$ cat src/spi_pkg.sv
package spi_pkg;

  localparam int CMD_WIDTH  = 12;
  localparam int READ_WIDTH = 8;
  localparam int ADDR_BITS  = 3;
  localparam int SCLK_HALF  = 4;   // clk cycles per sclk half period
  localparam int GAP_CYCLES = 100; // cs high time between the two read frames

  localparam int DIV_W     = $clog2(SCLK_HALF);
  localparam int BIT_CNT_W = $clog2(CMD_WIDTH + 1);
  localparam int WAIT_W    = $clog2(GAP_CYCLES);

  typedef struct packed {
    logic                  rw;
    logic [ADDR_BITS-1:0]  addr;
    logic [READ_WIDTH-1:0] data;
  } spi_wr_cmd_t;

  // only the top four bits leave the master on a read
  typedef struct packed {
    logic                  rw;
    logic [ADDR_BITS-1:0]  addr;
    logic [READ_WIDTH-1:0] unused;
  } spi_rd_cmd_t;

  typedef union packed {
    spi_wr_cmd_t wr;
    spi_rd_cmd_t rd;
  } spi_cmd_u;

  typedef struct packed {
    logic sclk;
    logic cs;
    logic mosi;
  } spi_pins_t;

  typedef struct packed {
    logic rise;
    logic fall;
  } sclk_edge_t;

  typedef enum logic [2:0] {
    st_idle,
    st_write_frame,
    st_read_addr,
    st_read_gap,
    st_read_data,
    st_finish
  } spi_state_e;

endpackage
$ cat src/spi_master_top.sv
module spi_master_top (
  input  logic                            clk,
  input  logic                            rst_n,
  input  spi_pkg::spi_cmd_u               cmd_in,
  input  logic                            cmd_vld,
  output logic                            cmd_rdy,
  output spi_pkg::spi_pins_t              spi,
  input  logic                            miso,
  output logic                            read_vld,
  output logic [spi_pkg::READ_WIDTH-1:0]  read_data
);

  import spi_pkg::*;

  logic                  sclk_en;
  logic                  sclk;
  logic                  cs;
  logic                  mosi;
  logic                  load;
  spi_cmd_u              load_word;
  sclk_edge_t            sclk_edge;
  logic [READ_WIDTH-1:0] rx_byte;

  spi_cmd_fsm i_cmd_fsm (
    .clk       (clk),
    .rst_n     (rst_n),
    .cmd_in    (cmd_in),
    .cmd_vld   (cmd_vld),
    .cmd_rdy   (cmd_rdy),
    .sclk_en   (sclk_en),
    .sclk_edge (sclk_edge),
    .cs        (cs),
    .load      (load),
    .load_word (load_word),
    .rx_byte   (rx_byte),
    .read_vld  (read_vld),
    .read_data (read_data)
  );

  spi_sclk_gen i_sclk_gen (
    .clk       (clk),
    .rst_n     (rst_n),
    .sclk_en   (sclk_en),
    .sclk_edge (sclk_edge),
    .sclk      (sclk)
  );

  spi_shifter i_shifter (
    .clk       (clk),
    .rst_n     (rst_n),
    .load      (load),
    .load_word (load_word),
    .sclk_edge (sclk_edge),
    .miso      (miso),
    .mosi      (mosi),
    .rx_byte   (rx_byte)
  );

  assign spi = '{sclk: sclk, cs: cs, mosi: mosi};

endmodule

$ cat src/spi_cmd_fsm.sv
module spi_cmd_fsm (
  input  logic                            clk,
  input  logic                            rst_n,
  input  spi_pkg::spi_cmd_u               cmd_in,
  input  logic                            cmd_vld,
  output logic                            cmd_rdy,
  output logic                            sclk_en,
  input  spi_pkg::sclk_edge_t             sclk_edge,
  output logic                            cs,
  output logic                            load,
  output spi_pkg::spi_cmd_u               load_word,
  input  logic [spi_pkg::READ_WIDTH-1:0]  rx_byte,
  output logic                            read_vld,
  output logic [spi_pkg::READ_WIDTH-1:0]  read_data
);

  import spi_pkg::*;

  spi_state_e           state;
  spi_state_e           state_nxt;
  spi_cmd_u             cmd_q;
  logic [BIT_CNT_W-1:0] bit_cnt;
  logic [BIT_CNT_W-1:0] bit_target;
  logic [WAIT_W-1:0]    wait_cnt;
  logic                 frame_st;
  logic                 bits_done;
  logic                 tail_done;
  logic                 gap_done;
  logic                 accept;

  assign cmd_rdy = (state == st_idle);
  assign accept  = cmd_vld && cmd_rdy;

  assign frame_st = (state == st_write_frame) || (state == st_read_addr) ||
                    (state == st_read_data);

  always_comb
  begin
    case (state)
      st_write_frame: bit_target = BIT_CNT_W'(CMD_WIDTH);
      st_read_addr:   bit_target = BIT_CNT_W'(ADDR_BITS + 1); // flag plus address
      st_read_data:   bit_target = BIT_CNT_W'(READ_WIDTH);
      default:        bit_target = '0;
    endcase
  end

  assign bits_done = frame_st && (bit_cnt == bit_target);

  // after the last rise, hold cs low until sclk has dropped again
  assign tail_done = bits_done && (wait_cnt == WAIT_W'(SCLK_HALF - 2));
  assign gap_done  = (state == st_read_gap) && (wait_cnt == WAIT_W'(GAP_CYCLES - 1));

  always_comb
  begin
    state_nxt = state;
    case (state)
      st_idle:
      begin
        if (cmd_vld)
        begin
          state_nxt = cmd_in.wr.rw ? st_write_frame : st_read_addr;
        end
      end
      st_write_frame, st_read_data:
      begin
        if (tail_done)
        begin
          state_nxt = st_finish;
        end
      end
      st_read_addr:
      begin
        if (tail_done)
        begin
          state_nxt = st_read_gap;
        end
      end
      st_read_gap:
      begin
        if (gap_done)
        begin
          state_nxt = st_read_data;
        end
      end
      st_finish: state_nxt = st_idle;
      default:   state_nxt = st_idle;
    endcase
  end

  always_ff @(posedge clk or negedge rst_n)
  begin
    if (!rst_n)
    begin
      state <= st_idle;
    end
    else
    begin
      state <= state_nxt;
    end
  end

  // both counters restart on every state change
  always_ff @(posedge clk or negedge rst_n)
  begin
    if (!rst_n)
    begin
      bit_cnt  <= '0;
      wait_cnt <= '0;
    end
    else if (state_nxt != state)
    begin
      bit_cnt  <= '0;
      wait_cnt <= '0;
    end
    else
    begin
      if (frame_st && sclk_edge.rise)
      begin
        bit_cnt <= bit_cnt + 1'b1;
      end
      if (bits_done || state == st_read_gap)
      begin
        wait_cnt <= wait_cnt + 1'b1;
      end
    end
  end

  always_ff @(posedge clk)
  begin
    if (accept)
    begin
      cmd_q <= cmd_in;
    end
  end

  // the data frame is reloaded with zeros so mosi stays low while miso comes in
  assign load      = accept || gap_done;
  assign load_word = cmd_rdy ? cmd_in : '0;

  assign sclk_en = frame_st;
  assign cs      = ~frame_st;

  always_ff @(posedge clk)
  begin
    if (tail_done && state == st_read_data)
    begin
      read_data <= rx_byte;
    end
  end

  assign read_vld = (state == st_finish) && !cmd_q.rd.rw;

  a_rdy_not_in_frame: assert property (
    @(posedge clk) disable iff (!rst_n)
    !(cmd_rdy && !cs)
  );

  a_read_vld_pulse: assert property (
    @(posedge clk) disable iff (!rst_n)
    read_vld |=> !read_vld
  );

endmodule

$ cat src/spi_shifter.sv
module spi_shifter (
  input  logic                            clk,
  input  logic                            rst_n,
  input  logic                            load,
  input  spi_pkg::spi_cmd_u               load_word,
  input  spi_pkg::sclk_edge_t             sclk_edge,
  input  logic                            miso,
  output logic                            mosi,
  output logic [spi_pkg::READ_WIDTH-1:0]  rx_byte
);

  import spi_pkg::*;

  logic [CMD_WIDTH-1:0]  tx_q;
  logic [READ_WIDTH-1:0] rx_q;

  // word sits left aligned so the msb leaves first
  always_ff @(posedge clk or negedge rst_n)
  begin
    if (!rst_n)
    begin
      tx_q <= '0; // keeps mosi low out of reset
    end
    else if (load)
    begin
      tx_q <= load_word;
    end
    else if (sclk_edge.fall)
    begin
      tx_q <= {tx_q[CMD_WIDTH-2:0], 1'b0};
    end
  end

  assign mosi = tx_q[CMD_WIDTH-1];

  // the slave changes miso on the falling edge so it is stable at the rise
  always_ff @(posedge clk)
  begin
    if (sclk_edge.rise)
    begin
      rx_q <= {rx_q[READ_WIDTH-2:0], miso};
    end
  end

  assign rx_byte = rx_q;

  // the fsm only loads while sclk is parked
  a_load_no_edge: assert property (
    @(posedge clk) disable iff (!rst_n)
    load |-> !(sclk_edge.rise || sclk_edge.fall)
  );

endmodule

$ cat src/spi_sclk_gen.sv
module spi_sclk_gen (
  input  logic                   clk,
  input  logic                   rst_n,
  input  logic                   sclk_en,
  output spi_pkg::sclk_edge_t    sclk_edge,
  output logic                   sclk
);

  import spi_pkg::*;

  logic [DIV_W-1:0] div_cnt;
  logic             half_done;

  assign half_done = (div_cnt == DIV_W'(SCLK_HALF - 1));

  // strobes are registered so they line up with the new sclk level
  always_ff @(posedge clk or negedge rst_n)
  begin
    if (!rst_n)
    begin
      div_cnt   <= '0;
      sclk      <= 1'b0;
      sclk_edge <= '0;
    end
    else if (!sclk_en)
    begin
      // every frame restarts from the same phase
      div_cnt   <= '0;
      sclk      <= 1'b0;
      sclk_edge <= '0;
    end
    else
    begin
      sclk_edge <= '0;
      if (half_done)
      begin
        div_cnt        <= '0;
        sclk           <= ~sclk;
        sclk_edge.rise <= ~sclk; // going high
        sclk_edge.fall <= sclk;
      end
      else
      begin
        div_cnt <= div_cnt + 1'b1;
      end
    end
  end

  a_edge_exclusive: assert property (
    @(posedge clk) disable iff (!rst_n)
    !(sclk_edge.rise && sclk_edge.fall)
  );

  // a fall follows every rise half a period later unless the frame was cut
  a_half_period: assert property (
    @(posedge clk) disable iff (!rst_n)
    sclk_edge.rise |-> ##SCLK_HALF (sclk_edge.fall || !sclk_en)
  );

endmodule

$ cat config.mk
export PLATFORM = sky130hd
export DESIGN_NAME = spi_master_top
export DESIGN_NICKNAME = d
export VERILOG_FILES = /design/src/spi_pkg.sv /design/src/spi_master_top.sv /design/src/spi_cmd_fsm.sv /design/src/spi_shifter.sv /design/src/spi_sclk_gen.sv
export SDC_FILE = /design/constraint.sdc
export NUM_CORES = 1
export LEC_CHECK = 0
export BUFFER_PORTS_ARGS = -buffer_cell sky130_fd_sc_hd__buf_2
export CORE_MARGIN = 10
export CORE_UTILIZATION = 45
export CTS_CLUSTER_DIAMETER = 30
export DETAILED_ROUTE_END_ITERATION = 7
export HOLD_SLACK_MARGIN = 0.05
export SYNTH_ARGS = -nofsm -noshare
export SYNTH_HDL_FRONTEND = slang
export SYNTH_SLANG_ARGS = --single-unit
$ cat constraint.sdc
create_clock -name clk -period 5.6 [get_ports clk]
set_input_delay 0.28 -clock clk [delete_from_list [all_inputs] [get_ports clk]]
set_output_delay 0.28 -clock clk [all_outputs]
set_load 0.02 [all_outputs]
[After elaboration in Yosys (flattened, before gate mapping)]
Cells that the tools add are included.
Storage, ports and cells
  output and inout bits: 13
  input port bits: 16
  bits in registers: 59
Cells by class
  reduce and logical (&&, ||, !) cells: 17
  add/subtract/negate cells: 3
  muxes and demuxes: 20
  bitwise logic cells: 2
  eq/ne operators: 11
Operator list (count)
  two-way mux 12 bit: 3
  two-way mux 7 bit: 2
  two-way mux 3 bit: 4
  one-hot mux 3 bit (4 select lines): 1
  one-hot mux 4 bit (3 select lines): 1
  two-way mux 2 bit: 5
  two-way mux 4 bit: 2
  adder 7 x 1 -> 7 bit, second input constant: 1
  == test 7 x 2 -> 1 bit, second input constant: 1
  == test 7 bit, second input constant: 1
  logical AND 1 bit: 7
  == test 3 x 2 -> 1 bit, second input constant: 2
  == test 3 bit, second input constant: 2
  nonzero test 2 bit: 3
  adder 4 x 1 -> 4 bit, second input constant: 1
  == test 4 bit: 1
  logical OR 1 bit: 4
  == test 3 x 1 -> 1 bit, second input constant: 1
  zero test 3 bit: 1
  != test 3 bit: 1
  adder 2 x 1 -> 2 bit, second input constant: 1
  == test 2 bit, second input constant: 1
  two-way mux 1 bit: 2
  != test 2 x 1 -> 1 bit, second input constant: 1
  other kinds (3): 4

[Logic depth before layout (Yosys ltp)]
Gate-level depths: netlist of the first run.
  depth in word-level cells: 9
  gate-level depth with buffers: 8
  mapped depth without buffers: 7

[Hierarchy]
Synthesis of the first run repeated with hierarchy kept, for this count alone.
Unflattened totals
  cell total of the unflattened synthesis: 213
  area, all modules: 2323.5 um^2
Modules (own cells, without submodules)
  spi_cmd_fsm: area an instance 1317.5 um^2, cells an instance 138, instances 1
  spi_shifter: area an instance 787.0 um^2, cells an instance 59, instances 1
  spi_sclk_gen: area an instance 196.4 um^2, cells an instance 13, instances 1
  spi_master_top: area an instance 22.5 um^2, cells an instance 3, instances 1

[Worst setup path before layout of the first run]
Ideal clock, no wire load.
  path kind: reg-to-reg
  start point: register i_cmd_fsm.bit_cnt[0]
  end point: register i_cmd_fsm.read_data[0] (netlist name) (enable)
  data arrival time: 1.597 ns
  data required time: 5.230 ns
  period minus slack after synthesis: 1.967 ns
  slack: 3.633 ns
  library setup time: 0.370 ns
  cell stages (with the launch flop): 7
  path buffers: 0
  cells stage by stage: dfrtp_1 inv_1 ha_1 nand4bb_1 nor4_2 o21ai_2 nor2_1
Between the ends
  cells in the longest elaborated chain, start to end: 4
RTL lines
  from (decl): line spi_cmd_fsm.sv:22  | logic [BIT_CNT_W-1:0] bit_cnt;
  from (signal assigned): line spi_cmd_fsm.sv:119  | bit_cnt <= bit_cnt + 1'b1;
  == test 4 bit: line spi_cmd_fsm.sv:47  | assign bits_done = frame_st && (bit_cnt == bit_target);
  logical AND 1 bit: line spi_cmd_fsm.sv:47
  logical AND 1 bit: line spi_cmd_fsm.sv:50  | assign tail_done = bits_done && (wait_cnt == WAIT_W'(SCLK_HALF - 2));
  logical AND 1 bit: line spi_cmd_fsm.sv:145  | if (tail_done && state == st_read_data)
  to (signal assigned): line spi_cmd_fsm.sv:147  | read_data <= rx_byte;
  to (decl): line spi_cmd_fsm.sv:14  | output logic [spi_pkg::READ_WIDTH-1:0] read_data
Every way passes these cells.
A chain may end at the register's enable or synchronous reset.

[Worst setup path after layout of the first run]
  start point: register i_cmd_fsm.state[1]
  end point: register i_cmd_fsm.read_data[4] (netlist name) (enable)
Between the ends
  cells in the longest elaborated chain, start to end: 6
  elaborated cells on any way between the ends: 10
  classes of those cells: eq/ne: 4; mux: 1; reduce/logical: 5
RTL lines
  from (decl): line spi_cmd_fsm.sv:19  | spi_state_e state;
  from (signal assigned): line spi_cmd_fsm.sv:94  | state <= st_idle;
  from (signal assigned): line spi_cmd_fsm.sv:98  | state <= state_nxt;
  == test 3 bit, or another cell as far along: line spi_cmd_fsm.sv:35, spi_cmd_fsm.sv:39, spi_cmd_fsm.sv:145
  one-hot mux 4 bit (3 select lines) or logical OR 1 bit (tied branches): line spi_cmd_fsm.sv:39, spi_cmd_fsm.sv:34
  == test 4 bit or logical OR 1 bit (tied branches): line spi_cmd_fsm.sv:47, spi_cmd_fsm.sv:34
  logical AND 1 bit: line spi_cmd_fsm.sv:47
  logical AND 1 bit: line spi_cmd_fsm.sv:50
  logical AND 1 bit *: line spi_cmd_fsm.sv:145
Every way passes the cells marked *; elsewhere a longest branch is shown, timed or not.

==> results of run 1 <==
-- power by group through the flow --
stage	sequential, uW	clock [uW]	combinational [uW]
floorplan	375	0	5.48
global placement	376	0	15.9
detailed placement	376	0	16.3
CTS	368	204	16.9
global route	369	219	19.1
finish	368	196	16.2
-- placed cells by master, fill, tap and decap left out, drive strengths merged, types with 4 or more instances in the layout --
master  instances
edfxtp         17
inv             6
nor2           16
clkbuf          7
a21oi           7
buf            28
nor3            4
ha              5
xor2            4
o21ai          21
xnor2           5
mux2i          12
nand2          15
dfrtp          31
-- worst max-delay path, cell delays in order, from the launching register on --
cell and delay [ns]:
dfrtp_1 0.65, inv_1 0.19, nor4b_1 0.44, o21ai_2 0.17
nor2_1 0.52
-- worst max-delay path by stage --
| stage | startpoint | to | slack, ns | cells past startpoint |
|---|---|---|---|---|
| after floorplan | i_cmd_fsm.bit_cnt[0] | i_cmd_fsm.read_data[0] | 3.63 | 6 |
| after global placement | i_cmd_fsm.state[2] | i_cmd_fsm.read_data[0] | 3.44 | 4 |
| after detailed placement | i_cmd_fsm.state[1] | i_cmd_fsm.read_data[0] | 3.30 | 4 |
| after CTS | i_cmd_fsm.state[1] | i_cmd_fsm.read_data[4] | 3.29 | 4 |
| after global routing | i_cmd_fsm.state[0] | i_shifter.tx_q[11] | 3.10 | 5 |
| final | i_cmd_fsm.state[1] | i_cmd_fsm.read_data[4] | 3.27 | 4 |
-- timing repair --
action / CTS / global route
hold endpoints to repair: 22 / 0
endpoints found under the setup margin: 0 / 0
resized for setup: 0 / 0
hold buffers: 1 / 0
-- synth_stat cells, types with 2 or more instances --
cell        n
edfxtp_1   17
o21ai_1    13
nor2_1     15
mux2i_1    12
nand2_1    15
a21oi_2     3
ha_1        5
inv_1       6
dfrtp_1    31
nand4_1     2
or3_1       2
nor3_1      3
xor2_1      4
nor2b_1     3
buf_2       4
nand4bb_1   2
a21oi_1     3
and2_1      2
nand2b_1    3
o21ai_0     7
nor4_2      2
xnor2_1     5
buf_4       6
nand3_1     3
-- kinds of logic after synthesis --
| family | Yosys count |
|---|---|
| simple gates | 67 |
| flops | 48 |
| compound gates | 36 |
| buf+inv | 18 |
| mux | 12 |
| xor+xnor | 9 |
| fa+ha+maj | 5 |
-- metrics by stage --
stage | total power (uW) | worst slack (ns) | hold WS, ns | cell area, sq um | instances
2_1_floorplan | 380.4 | 3.633 | -0.01559 | 2302 | 195
3_3_place_gp | 391.4 | 3.442 | 0.3577 | 2446 | 278
3_5_place_dp | 392.1 | 3.296 | 0.3688 | 2446 | 278
4_1_cts | 589.0 | 3.288 | 0.1449 | 2537 | 287
5_1_grt | 606.9 | 3.104 | 0.1378 | 2537 | 287
6_report | 580.3 | 3.269 | 0.1555 | 2537 | 287
-- flip-flops by register name (all words and copies together) (netlist names) --
name                  count
i_cmd_fsm.cmd_q           1
i_shifter.tx_q           12
i_shifter.rx_byte         8
i_cmd_fsm.wait_cnt        7
i_sclk_gen.sclk           1
i_cmd_fsm.read_data       8
i_cmd_fsm.bit_cnt         4
i_sclk_gen.sclk_edge      2
i_sclk_gen.div_cnt        2
i_cmd_fsm.state           3
-- final cells by class --
| cell class | instances | area share (%) |
|---|---|---|
| sequential | 48 | 50.69 |
| timing repair buffer | 29 | 5.917 |
| multi-input combinational | 129 | 36.00 |
| clock buffer | 7 | 3.008 |
| inverter | 6 | 0.8876 |
| tap | 67 | 3.304 |
| clock inverter | 1 | 0.1972 |
-- routing by layer --
| metal | wire length [um] | vias to the layer above |
|---|---|---|
| met5 | 0 | - |
| met4 | 72 | 0 |
| met3 | 212 | 5 |
| met2 | 2044 | 19 |
| met1 | 1943 | 708 |
| li1 | - | 741 |
==> metrics.csv, run 1 <==
stage,metric,value,unit
synthesis,yosysUniqueCellTypes,51,
clock_network,cts_buffer_depth,2,
floorplan,core_area,4848,sq um
power_and_ir_drop,pwr-share-seq,63.5,%
clock_network,cts.sinks,48,
floorplan,die_area,8377,sq um
flow_run,maxCapViolations,0,
setup_path,ff2ff_setup_slack,3.27,ns
power_and_ir_drop,vdd_drop_max,0.1040,mV
global_route,grt_use_total,10.99,%
run_status,status,"finished, final reports clean",
clock_network,clkSlewWorstSetupHoldPaths,0.08,ns
power_and_ir_drop,power_density,228.7,nW/um^2
power_and_ir_drop,p_comb_share,2.8,%
finish,fin_util,52.34,%
timing,drv_slew,0,
timing,fin_crit_sh,41.62,%
power_and_ir_drop,swShare,20.62,%
power_and_ir_drop,p_switching,119.7,uW
synthesis,synth_top_cell_by_area,dfrtp_1,
synthesis,synthMuxAreaShare,5.217,%
placement,gp_congestion,0.7914,
route,drt_first_iter_violations,78,
setup_path,cp_data_required_time,5.53,ns
finish,nets,240,
synthesis,ys.flop_type,dfrtp_1,
synthesis,synth-compound-area-share,10.43,%
route,firstDrtPassIters,4,
timing,fmax,429.1,MHz
setup_path,critical_path_class,reg2reg,
synthesis,ys_top_cells_by_area,"dfrtp_1 (34%), edfxtp_1 (22%), mux2i_1 (5.2%)",
floorplan,die_w,91.53,um
clock_network,cts_made_buffers,5,
route,ant_nets,0,
synthesis,yosysSeqAreaShare,55.87,%
placement,hpwlAfterDp,3137,um
clock_network,cts_root_buf,clkbuf_8,
min_path,hold_start,miso,
synthesis,synth_area,2302,sq um
global_route,grt-busiest-layer,met2,
synthesis,yosys.area_share.adder,2.717,%
min_path,worstHoldEndpoint,i_shifter.rx_byte[0],
route,drc,0,
clock_network,cts_tree,done,
setup_path,critPathCaptureType,flip-flop,
global_route,grt_max_degree,32,
global_route,met2_usage,16.94,%
setup_path,cp-start-kind,flip-flop,
finish,multi_input_area,913.4,sq um
timing,setup_violations,0,
floorplan,ios,29,
synthesis,synth-xor-area-share,3.424,%
timing,hold_viol_final,0,
synthesis,ys_ff_latch,48,
synthesis,syn_avg_cell_area,11.81,sq um
synthesis,syn-instance-count,195,
clock_network,post_cts_buffers,0,
clock_network,clkLatencyLatePin,0.30,ns
setup_path,reg2reg_to,i_cmd_fsm.read_data[4],
route,vias,1473,
timing,skew,0.006468,ns
setup_path,crit_arrival,2.27,ns
global_route,grt_pass1_vias,1545,
finish,nFillCells,431,
global_route,grt_use_met1,13.68,%
finish,drive_gt1_share,21.82,%
synthesis,synth_top_family_by_area,simple AND/OR/NAND/NOR gates,
global_route,grt_pass1_wl,7590,um
timing,tightest_slew,0.6967,ns
global_route,grt_overflow_total,0,
setup_path,timing.rr.start,i_cmd_fsm.state[1],
min_path,hold_path.class,in2reg,
synthesis,synthSimpleGateAreaFrac,17.88,%
timing,slew_headroom,53.55,%
clock_network,htreeDepth,2,
floorplan,die_y,91.53,um
synthesis,synth_warnings,0,
placement,port_buffers,28,
synthesis,synth_top_area_share,33.70,%
finish,diodes,0,
floorplan,start_util,47.48,%
timing,fin_crit,2.331,ns
route,drt-total-wl,4273,um
power_and_ir_drop,clkPwrFrac,33.7,%
route,post_drt_wl_per_cell,14.89,um
global_route,antenna_found_initial,0,
global_route,grtUsageMet3,3.951,%
setup_path,worst-path-max-fanout,16,
timing,tns,0,ns
timing,rsz0062_at_grt,no,
synthesis,synth_edf_count,17,
finish,areaGrowthSynthToFinish,10.22,%
finish,register_area,1286,sq um
power_and_ir_drop,power.internal,460.6,uW
synthesis,syn_nets,216,
floorplan,rows,25,
setup_path,r2r_cells,4,
synthesis,async_reset_ff_share,64.58,%
route,viasPerCell,5.132,
min_path,hold_depth,1,
power_and_ir_drop,leakage,0.0009863,uW
(Power assumes the default switching activity.)
==> inputs of run 2 (changes only) <==
- clock period: 5.6 -> 2.2 ns (I/O delays scaled with it)
==> run 2 against run 1 <==
Against the previous run: clock skew rose by 0.0012 ns; non-clock buffer count up 18; via count is 6.0% higher; first-iteration DRC count is 31% higher; worst hold slack improved by 0.064 ns; final area grew 7.6%.
==> metrics.csv, run 2 (synthesized netlist as in run 1, its figures left out) <==
stage,metric,value,unit,change
power_and_ir_drop,p_comb_share,3.7,%,+0.9 points
finish,largest_reg_flops,12,,unchanged
power_and_ir_drop,leakage,0.001077,uW,+9.2%
clock_network,cts_tree,done,,
route,viasPerCell,5.118,,-0.28%
clock_network,htreeDepth,2,,unchanged
global_route,grt_overflow_total,0,,unchanged
power_and_ir_drop,power.internal,1304,uW,+180%
clock_network,cts_root_buf,clkbuf_8,,
clock_network,cts.sinks,48,,unchanged
finish,areaGrowthSynthToFinish,18.59,%,
placement,gp_congestion,0.7861,,-0.67%
timing,fmax,508.6,MHz,+19%
setup_path,path_buf_inv,2,,+1
finish,multi_input_area,913.4,sq um,unchanged
timing,fin_crit_sh,89.36,%,+48 points
power_and_ir_drop,p_switching,308.4,uW,+160%
clock_network,post_cts_buffers,0,,unchanged
route,vias,1561,,+6.0%
setup_path,critPathCaptureType,flip-flop,,
flow_run,maxCapViolations,0,,unchanged
setup_path,cp_data_required_time,2.21,ns,-3.32 ns
finish,layout_commonest_cell,dfrtp_1,,
timing,hold_viol_final,0,,unchanged
setup_path,cp_top_family,simple AND/OR/NAND/NOR gates,,
finish,register_area,1286,sq um,unchanged
floorplan,core_area,4848,sq um,unchanged
floorplan,rows,25,,unchanged
route,post_drt_wl_per_cell,14.38,um,-3.4%
timing,skew,0.007688,ns,+0.001220 ns
clock_network,cts_buffer_depth,2,,unchanged
timing,slew_headroom,52.99,%,-0.56 points
timing,drv_slew,0,,unchanged
clock_network,clkLatencyLatePin,0.30,ns,about the same
power_and_ir_drop,pwr-share-seq,58.1,%,-5.4 points
global_route,grt_max_degree,32,,unchanged
clock_network,clkSlewWorstSetupHoldPaths,0.09,ns,about the same
clock_network,cts_made_buffers,5,,unchanged
run_status,status,"finished, final reports clean",,
route,drc,0,,unchanged
timing,whs,0.2194,ns,+0.06390 ns
placement,dp_cells,283,,+1.8%
finish,nets,258,,+7.5%
floorplan,ios,29,,unchanged
setup_path,cpMaxStageDelayCell,dfrtp_1,,
global_route,grt_pass1_vias,1624,,+5.1%
floorplan,die_area,8377,sq um,unchanged
power_and_ir_drop,clkPwrFrac,38.2,%,+4.5 points
setup_path,critPathMaxStageDelay,0.41,ns,-0.24 ns
finish,diodes,0,,unchanged
setup_path,path_cells,inv_1 > ha_1 > nand4bb_1 > nor4_2 > o21ai_2 > nor2_1 > buf_4,,
global_route,grt_pass1_wl,7755,um,+2.2%
power_and_ir_drop,vdd_drop_max,0.2613,mV,+150%
timing,fin_crit,1.966,ns,-0.3647 ns
power_and_ir_drop,finalPower,1613,uW,+180%
min_path,hold_depth,4,,+3
route,drt-total-wl,4385,um,+2.6%
floorplan,start_util,47.48,%,unchanged
timing,tns,0,ns,unchanged
global_route,grt_use_total,11.07,%,+0.077 points
placement,port_buffers,28,,unchanged
floorplan,die_w,91.53,um,unchanged
route,ant_nets,0,,unchanged
finish,nFillCells,421,,-2.3%
finish,layout_common_cells,"dfrtp_1 (31), buf_2 (28), edfxtp_1 (17)",,
route,drt_first_iter_violations,102,,+31%
timing,setup_violations,0,,unchanged
power_and_ir_drop,power_density,590.7,nW/um^2,+160%
global_route,antenna_found_initial,0,,unchanged
timing,rsz0062_at_grt,no,,
setup_path,critical_path_class,reg2reg,,
finish,instances_no_fill,305,,+6.3%
route,firstDrtPassIters,4,,unchanged
placement,hpwlAfterDp,3072,um,-2.1%
setup_path,crit_arrival,1.97,ns,-0.30 ns
finish,largest_register,i_shifter.tx_q,,
finish,drive_gt1_share,22.27,%,+0.45 points
floorplan,die_y,91.53,um,unchanged
timing,tightest_slew,0.7052,ns,+0.008442 ns
setup_path,r2r_cells,7,,+3
setup_path,cp-start-kind,flip-flop,,
setup_path,worst-path-max-fanout,8,,-8
power_and_ir_drop,swShare,19.12,%,-1.5 points
min_path,hold_path.class,in2reg,,
setup_path,cp.depth,7,,+3
==> run 2: power by group through the flow <==
stage / Clock [uW] / Combinational (uW) / Sequential (uW)
2_1_floorplan: 0 / 13.9 / 954
5_1_grt: 670 / 68.8 / 939
3_3_place_gp: 0 / 39.6 / 956
4_1_cts: 637 / 60.5 / 938
3_5_place_dp: 0 / 40.9 / 957
6_report: 616 / 59.5 / 938
==> run 2: final timing paths <==
check                                    endpoint            startpoint  slack, ns
setup / recovery           i_cmd_fsm.read_data[3]  i_cmd_fsm.bit_cnt[0]       0.23
hold / removal                 i_cmd_fsm.state[1]               cmd_vld       0.22
setup reg to reg           i_cmd_fsm.read_data[3]  i_cmd_fsm.bit_cnt[0]       0.23
min in group asynchronous    i_cmd_fsm.bit_cnt[1]                 rst_n       0.39
hold reg to reg            i_cmd_fsm.read_data[7]  i_shifter.rx_byte[7]       0.43
max in group asynchronous       i_shifter.tx_q[1]                 rst_n       1.36
==> run 2: timing repair <==
item | CTS | global route
hold buffers | 14 | 0
resized for setup | 0 | 0
endpoints found under the hold margin | 44 | 0
==> run 2: stage by stage <==
| step | cell area [sq um] | setup WS, ns | util (%) |
|---|---|---|---|
| 2_1_floorplan | 2302 | 0.2328 | - |
| 3_3_place_gp | 2484 | 0.3375 | 51.23 |
| 3_5_place_dp | 2484 | 0.2337 | 51.23 |
| 4_1_cts | 2730 | 0.2178 | 56.31 |
| 5_1_grt | 2730 | 0.09657 | 56.31 |
| 6_report | 2730 | 0.2340 | 56.31 |
==> run 2: worst register-to-register path, stage by stage (launching register included) <==
cell and delay, ns:
dfrtp_1 0.41, inv_1 0.11, ha_1 0.28, nand4bb_1 0.14, nor4_2 0.30, o21ai_2 0.16
nor2_1 0.11, buf_4 0.17
==> run 2: cell type report <==
cell class              instances  area share [%]
flip-flops and latches         48           47.11
inverters                       6          0.8249
multi-input cells             129           33.46
repair buffers                 47           11.64
clock buffers                   7           2.796
well taps                      67           3.071
clock inverters                 1           1.100
==> run 2: layer usage <==
layer | up-vias | track usage (%) | wire [um]
li1 | 778 | - | -
met1 | 753 | 13.66 | 1984
met2 | 25 | 17.24 | 2109
met3 | 5 | 4.198 | 230
met4 | 0 | 3.916 | 60
met5 | - | 0 | 0
==> inputs of run 3 (changes only) <==
- CORE_MARGIN: 10 -> 2
==> run 3 against run 2 <==
Against the previous run: sequential power barely moved; final area rose by 1.3%; count of clock-buffer cells in the layout decreased by 2; wire length is 7.3% lower; non-clock buffer count unchanged; sequential cell count unchanged; global-route usage is 4.6 points higher; largest cell class unchanged; highest routed layer unchanged.
==> metrics.csv, run 3 (synthesized netlist as in run 1, its figures left out) <==
stage,metric,value,unit,change
global_route,grt_pass1_vias,1458,,-10%
floorplan,core_area,5010,sq um,+3.3%
floorplan,start_util,45.95,%,-1.5 points
clock_network,htreeDepth,2,,unchanged
route,drt-total-wl,4065,um,-7.3%
finish,nFillCells,450,,+6.9%
timing,fmax,518.7,MHz,+2.0%
finish,drive_gt1_share,23.11,%,+0.84 points
setup_path,crit_arrival,1.94,ns,-0.03 ns
timing,setup_violations,0,,unchanged
floorplan,ios,29,,unchanged
timing,fin_crit_sh,87.63,%,-1.7 points
route,viasPerCell,5.000,,-2.3%
clock_network,cts_buffer_depth,2,,unchanged
clock_network,cts_root_buf,clkbuf_8,,
finish,layout_common_cells,"dfrtp_1 (31), buf_2 (28), edfxtp_1 (17)",,
power_and_ir_drop,vdd_drop_max,0.3127,mV,+20%
route,drt_first_iter_violations,73,,-28%
clock_network,cts_tree,done,,
finish,fin_util,55.19,%,-1.1 points
timing,fin_crit,1.928,ns,-0.03818 ns
route,vias,1540,,-1.3%
timing,tns,0,ns,unchanged
placement,port_buffers,28,,unchanged
finish,largest_register,i_shifter.tx_q,,
finish,largest_reg_flops,12,,unchanged
setup_path,cpMaxStageDelayCell,dfrtp_1,,
global_route,grt_pass1_wl,6658,um,-14%
flow_run,maxCapViolations,0,,unchanged
finish,areaGrowthSynthToFinish,20.11,%,
power_and_ir_drop,leakage,0.001093,uW,+1.5%
timing,tightest_slew,0.6949,ns,-0.01027 ns
timing,slew_headroom,53.67,%,+0.68 points
power_and_ir_drop,power_density,629.0,nW/um^2,+6.5%
min_path,hold_path.class,in2reg,,
global_route,grt_max_degree,32,,unchanged
floorplan,die_w,75.53,um,-17%
setup_path,worst-path-max-fanout,8,,unchanged
finish,diodes,0,,unchanged
floorplan,die_y,75.53,um,-17%
setup_path,critPathMaxStageDelay,0.40,ns,about the same
run_status,status,"finished, final reports clean",,
setup_path,cp_data_required_time,2.21,ns,about the same
clock_network,post_cts_buffers,0,,unchanged
timing,rsz0062_at_grt,no,,
finish,final_area,2765,sq um,+1.3%
setup_path,critPathCaptureType,flip-flop,,
timing,hold_viol_final,0,,unchanged
placement,hpwlAfterDp,2856,um,-7.0%
placement,post_dp_cell_area,2487,sq um,+0.15%
global_route,antenna_found_initial,0,,unchanged
setup_path,cp-start-kind,flip-flop,,
global_route,grt_overflow_total,0,,unchanged
clock_network,clkSlewWorstSetupHoldPaths,0.09,ns,about the same
finish,nets,258,,unchanged
clock_network,cts_resized,0,,unchanged
floorplan,die_area,5704,sq um,-32%
setup_path,critical_path_class,reg2reg,,
timing,drv_slew,0,,unchanged
placement,gp_congestion,0.7902,,+0.52%
clock_network,cts_made_buffers,5,,unchanged
finish,layout_commonest_cell,dfrtp_1,,
timing,skew,0.003164,ns,-0.004524 ns
clock_network,cts.sinks,48,,unchanged
route,post_drt_wl_per_cell,13.20,um,-8.2%
route,ant_nets,0,,unchanged
floorplan,rows,26,,+4.0%
route,firstDrtPassIters,4,,unchanged
clock_network,clkLatencyLatePin,0.29,ns,about the same
route,drc,0,,unchanged
global_route,grt_use_total,15.67,%,+4.6 points
setup_path,path_cells,inv_1 > ha_1 > nand4bb_1 > nor4_2 > o21ai_2 > nor2_1 > buf_4,,
==> run 3: final timing paths <==
path                            slack, ns  cells after the start                     end                   from
worst min-delay path                 0.24                      4      i_cmd_fsm.state[1]                cmd_vld
min in group asynchronous            0.39                      2       i_shifter.tx_q[6]                  rst_n
worst max-delay path                 0.27                      7  i_cmd_fsm.read_data[3]   i_cmd_fsm.bit_cnt[0]
worst max register to register       0.27                      7  i_cmd_fsm.read_data[3]   i_cmd_fsm.bit_cnt[0]
worst min register to register       0.44                      1   i_sclk_gen.div_cnt[0]  i_sclk_gen.div_cnt[0]
max in group asynchronous            1.36                      2         i_sclk_gen.sclk                  rst_n
==> run 3: power by group <==
group | leakage, uW | total, uW | switching [uW] | internal (uW)
clock | 0.0000687 | 743 | 286 | 457
sequential | 0.000533 | 937 | 5.86 | 931
combinational | 0.000491 | 59.5 | 26.6 | 33.0
==> run 3: through the flow <==
| step | cells | setup slack (ns) | hold WS (ns) | total power [uW] |
|---|---|---|---|---|
| after floorplan | 195 | 0.2328 | -0.1856 | 968.4 |
| after global placement | 286 | 0.3264 | 0.1869 | 995.1 |
| after detailed placement | 286 | 0.2674 | 0.1991 | 997.5 |
| after CTS | 308 | 0.2530 | 0.2192 | 1762 |
| after global routing | 308 | 0.02340 | 0.2481 | 1806 |
| final | 308 | 0.2722 | 0.2409 | 1739 |
==> run 3: what timing repair did <==
action,in CTS,in global routing
endpoints found under the setup margin,0,0
hold endpoints to repair,44,0
hold buffers,14,0
==> run 3: per-layer routing <==
layer / up-vias / share of wire, % / GRT usage [%]
met5: - / 0 / 0
met4: 0 / 1.5 / 5.263
met3: 4 / 3.2 / 3.968
met2: 24 / 48 / 26.09
met1: 740 / 47 / 20.05
li1: 772 / - / -
==> run 3: worst max-delay path, delay by kind of cell, from the launching register on <==
kind            cells  cell delay, ns
buf+inv             2            0.27
fa+ha+maj           1            0.27
compound gates      1            0.15
simple gates        3            0.56
flops               1            0.40
==> run 3: layout make-up <==
class	count	area, sq um	share of cell area (%)
clock buffer	5	68.82	2.489
clock inverter	3	68.82	2.489
sequential	48	1286	46.52
multi-input combinational	129	913.4	33.03
tap	70	87.58	3.167
inverter	6	22.52	0.8145
timing repair buffer	47	317.8	11.49
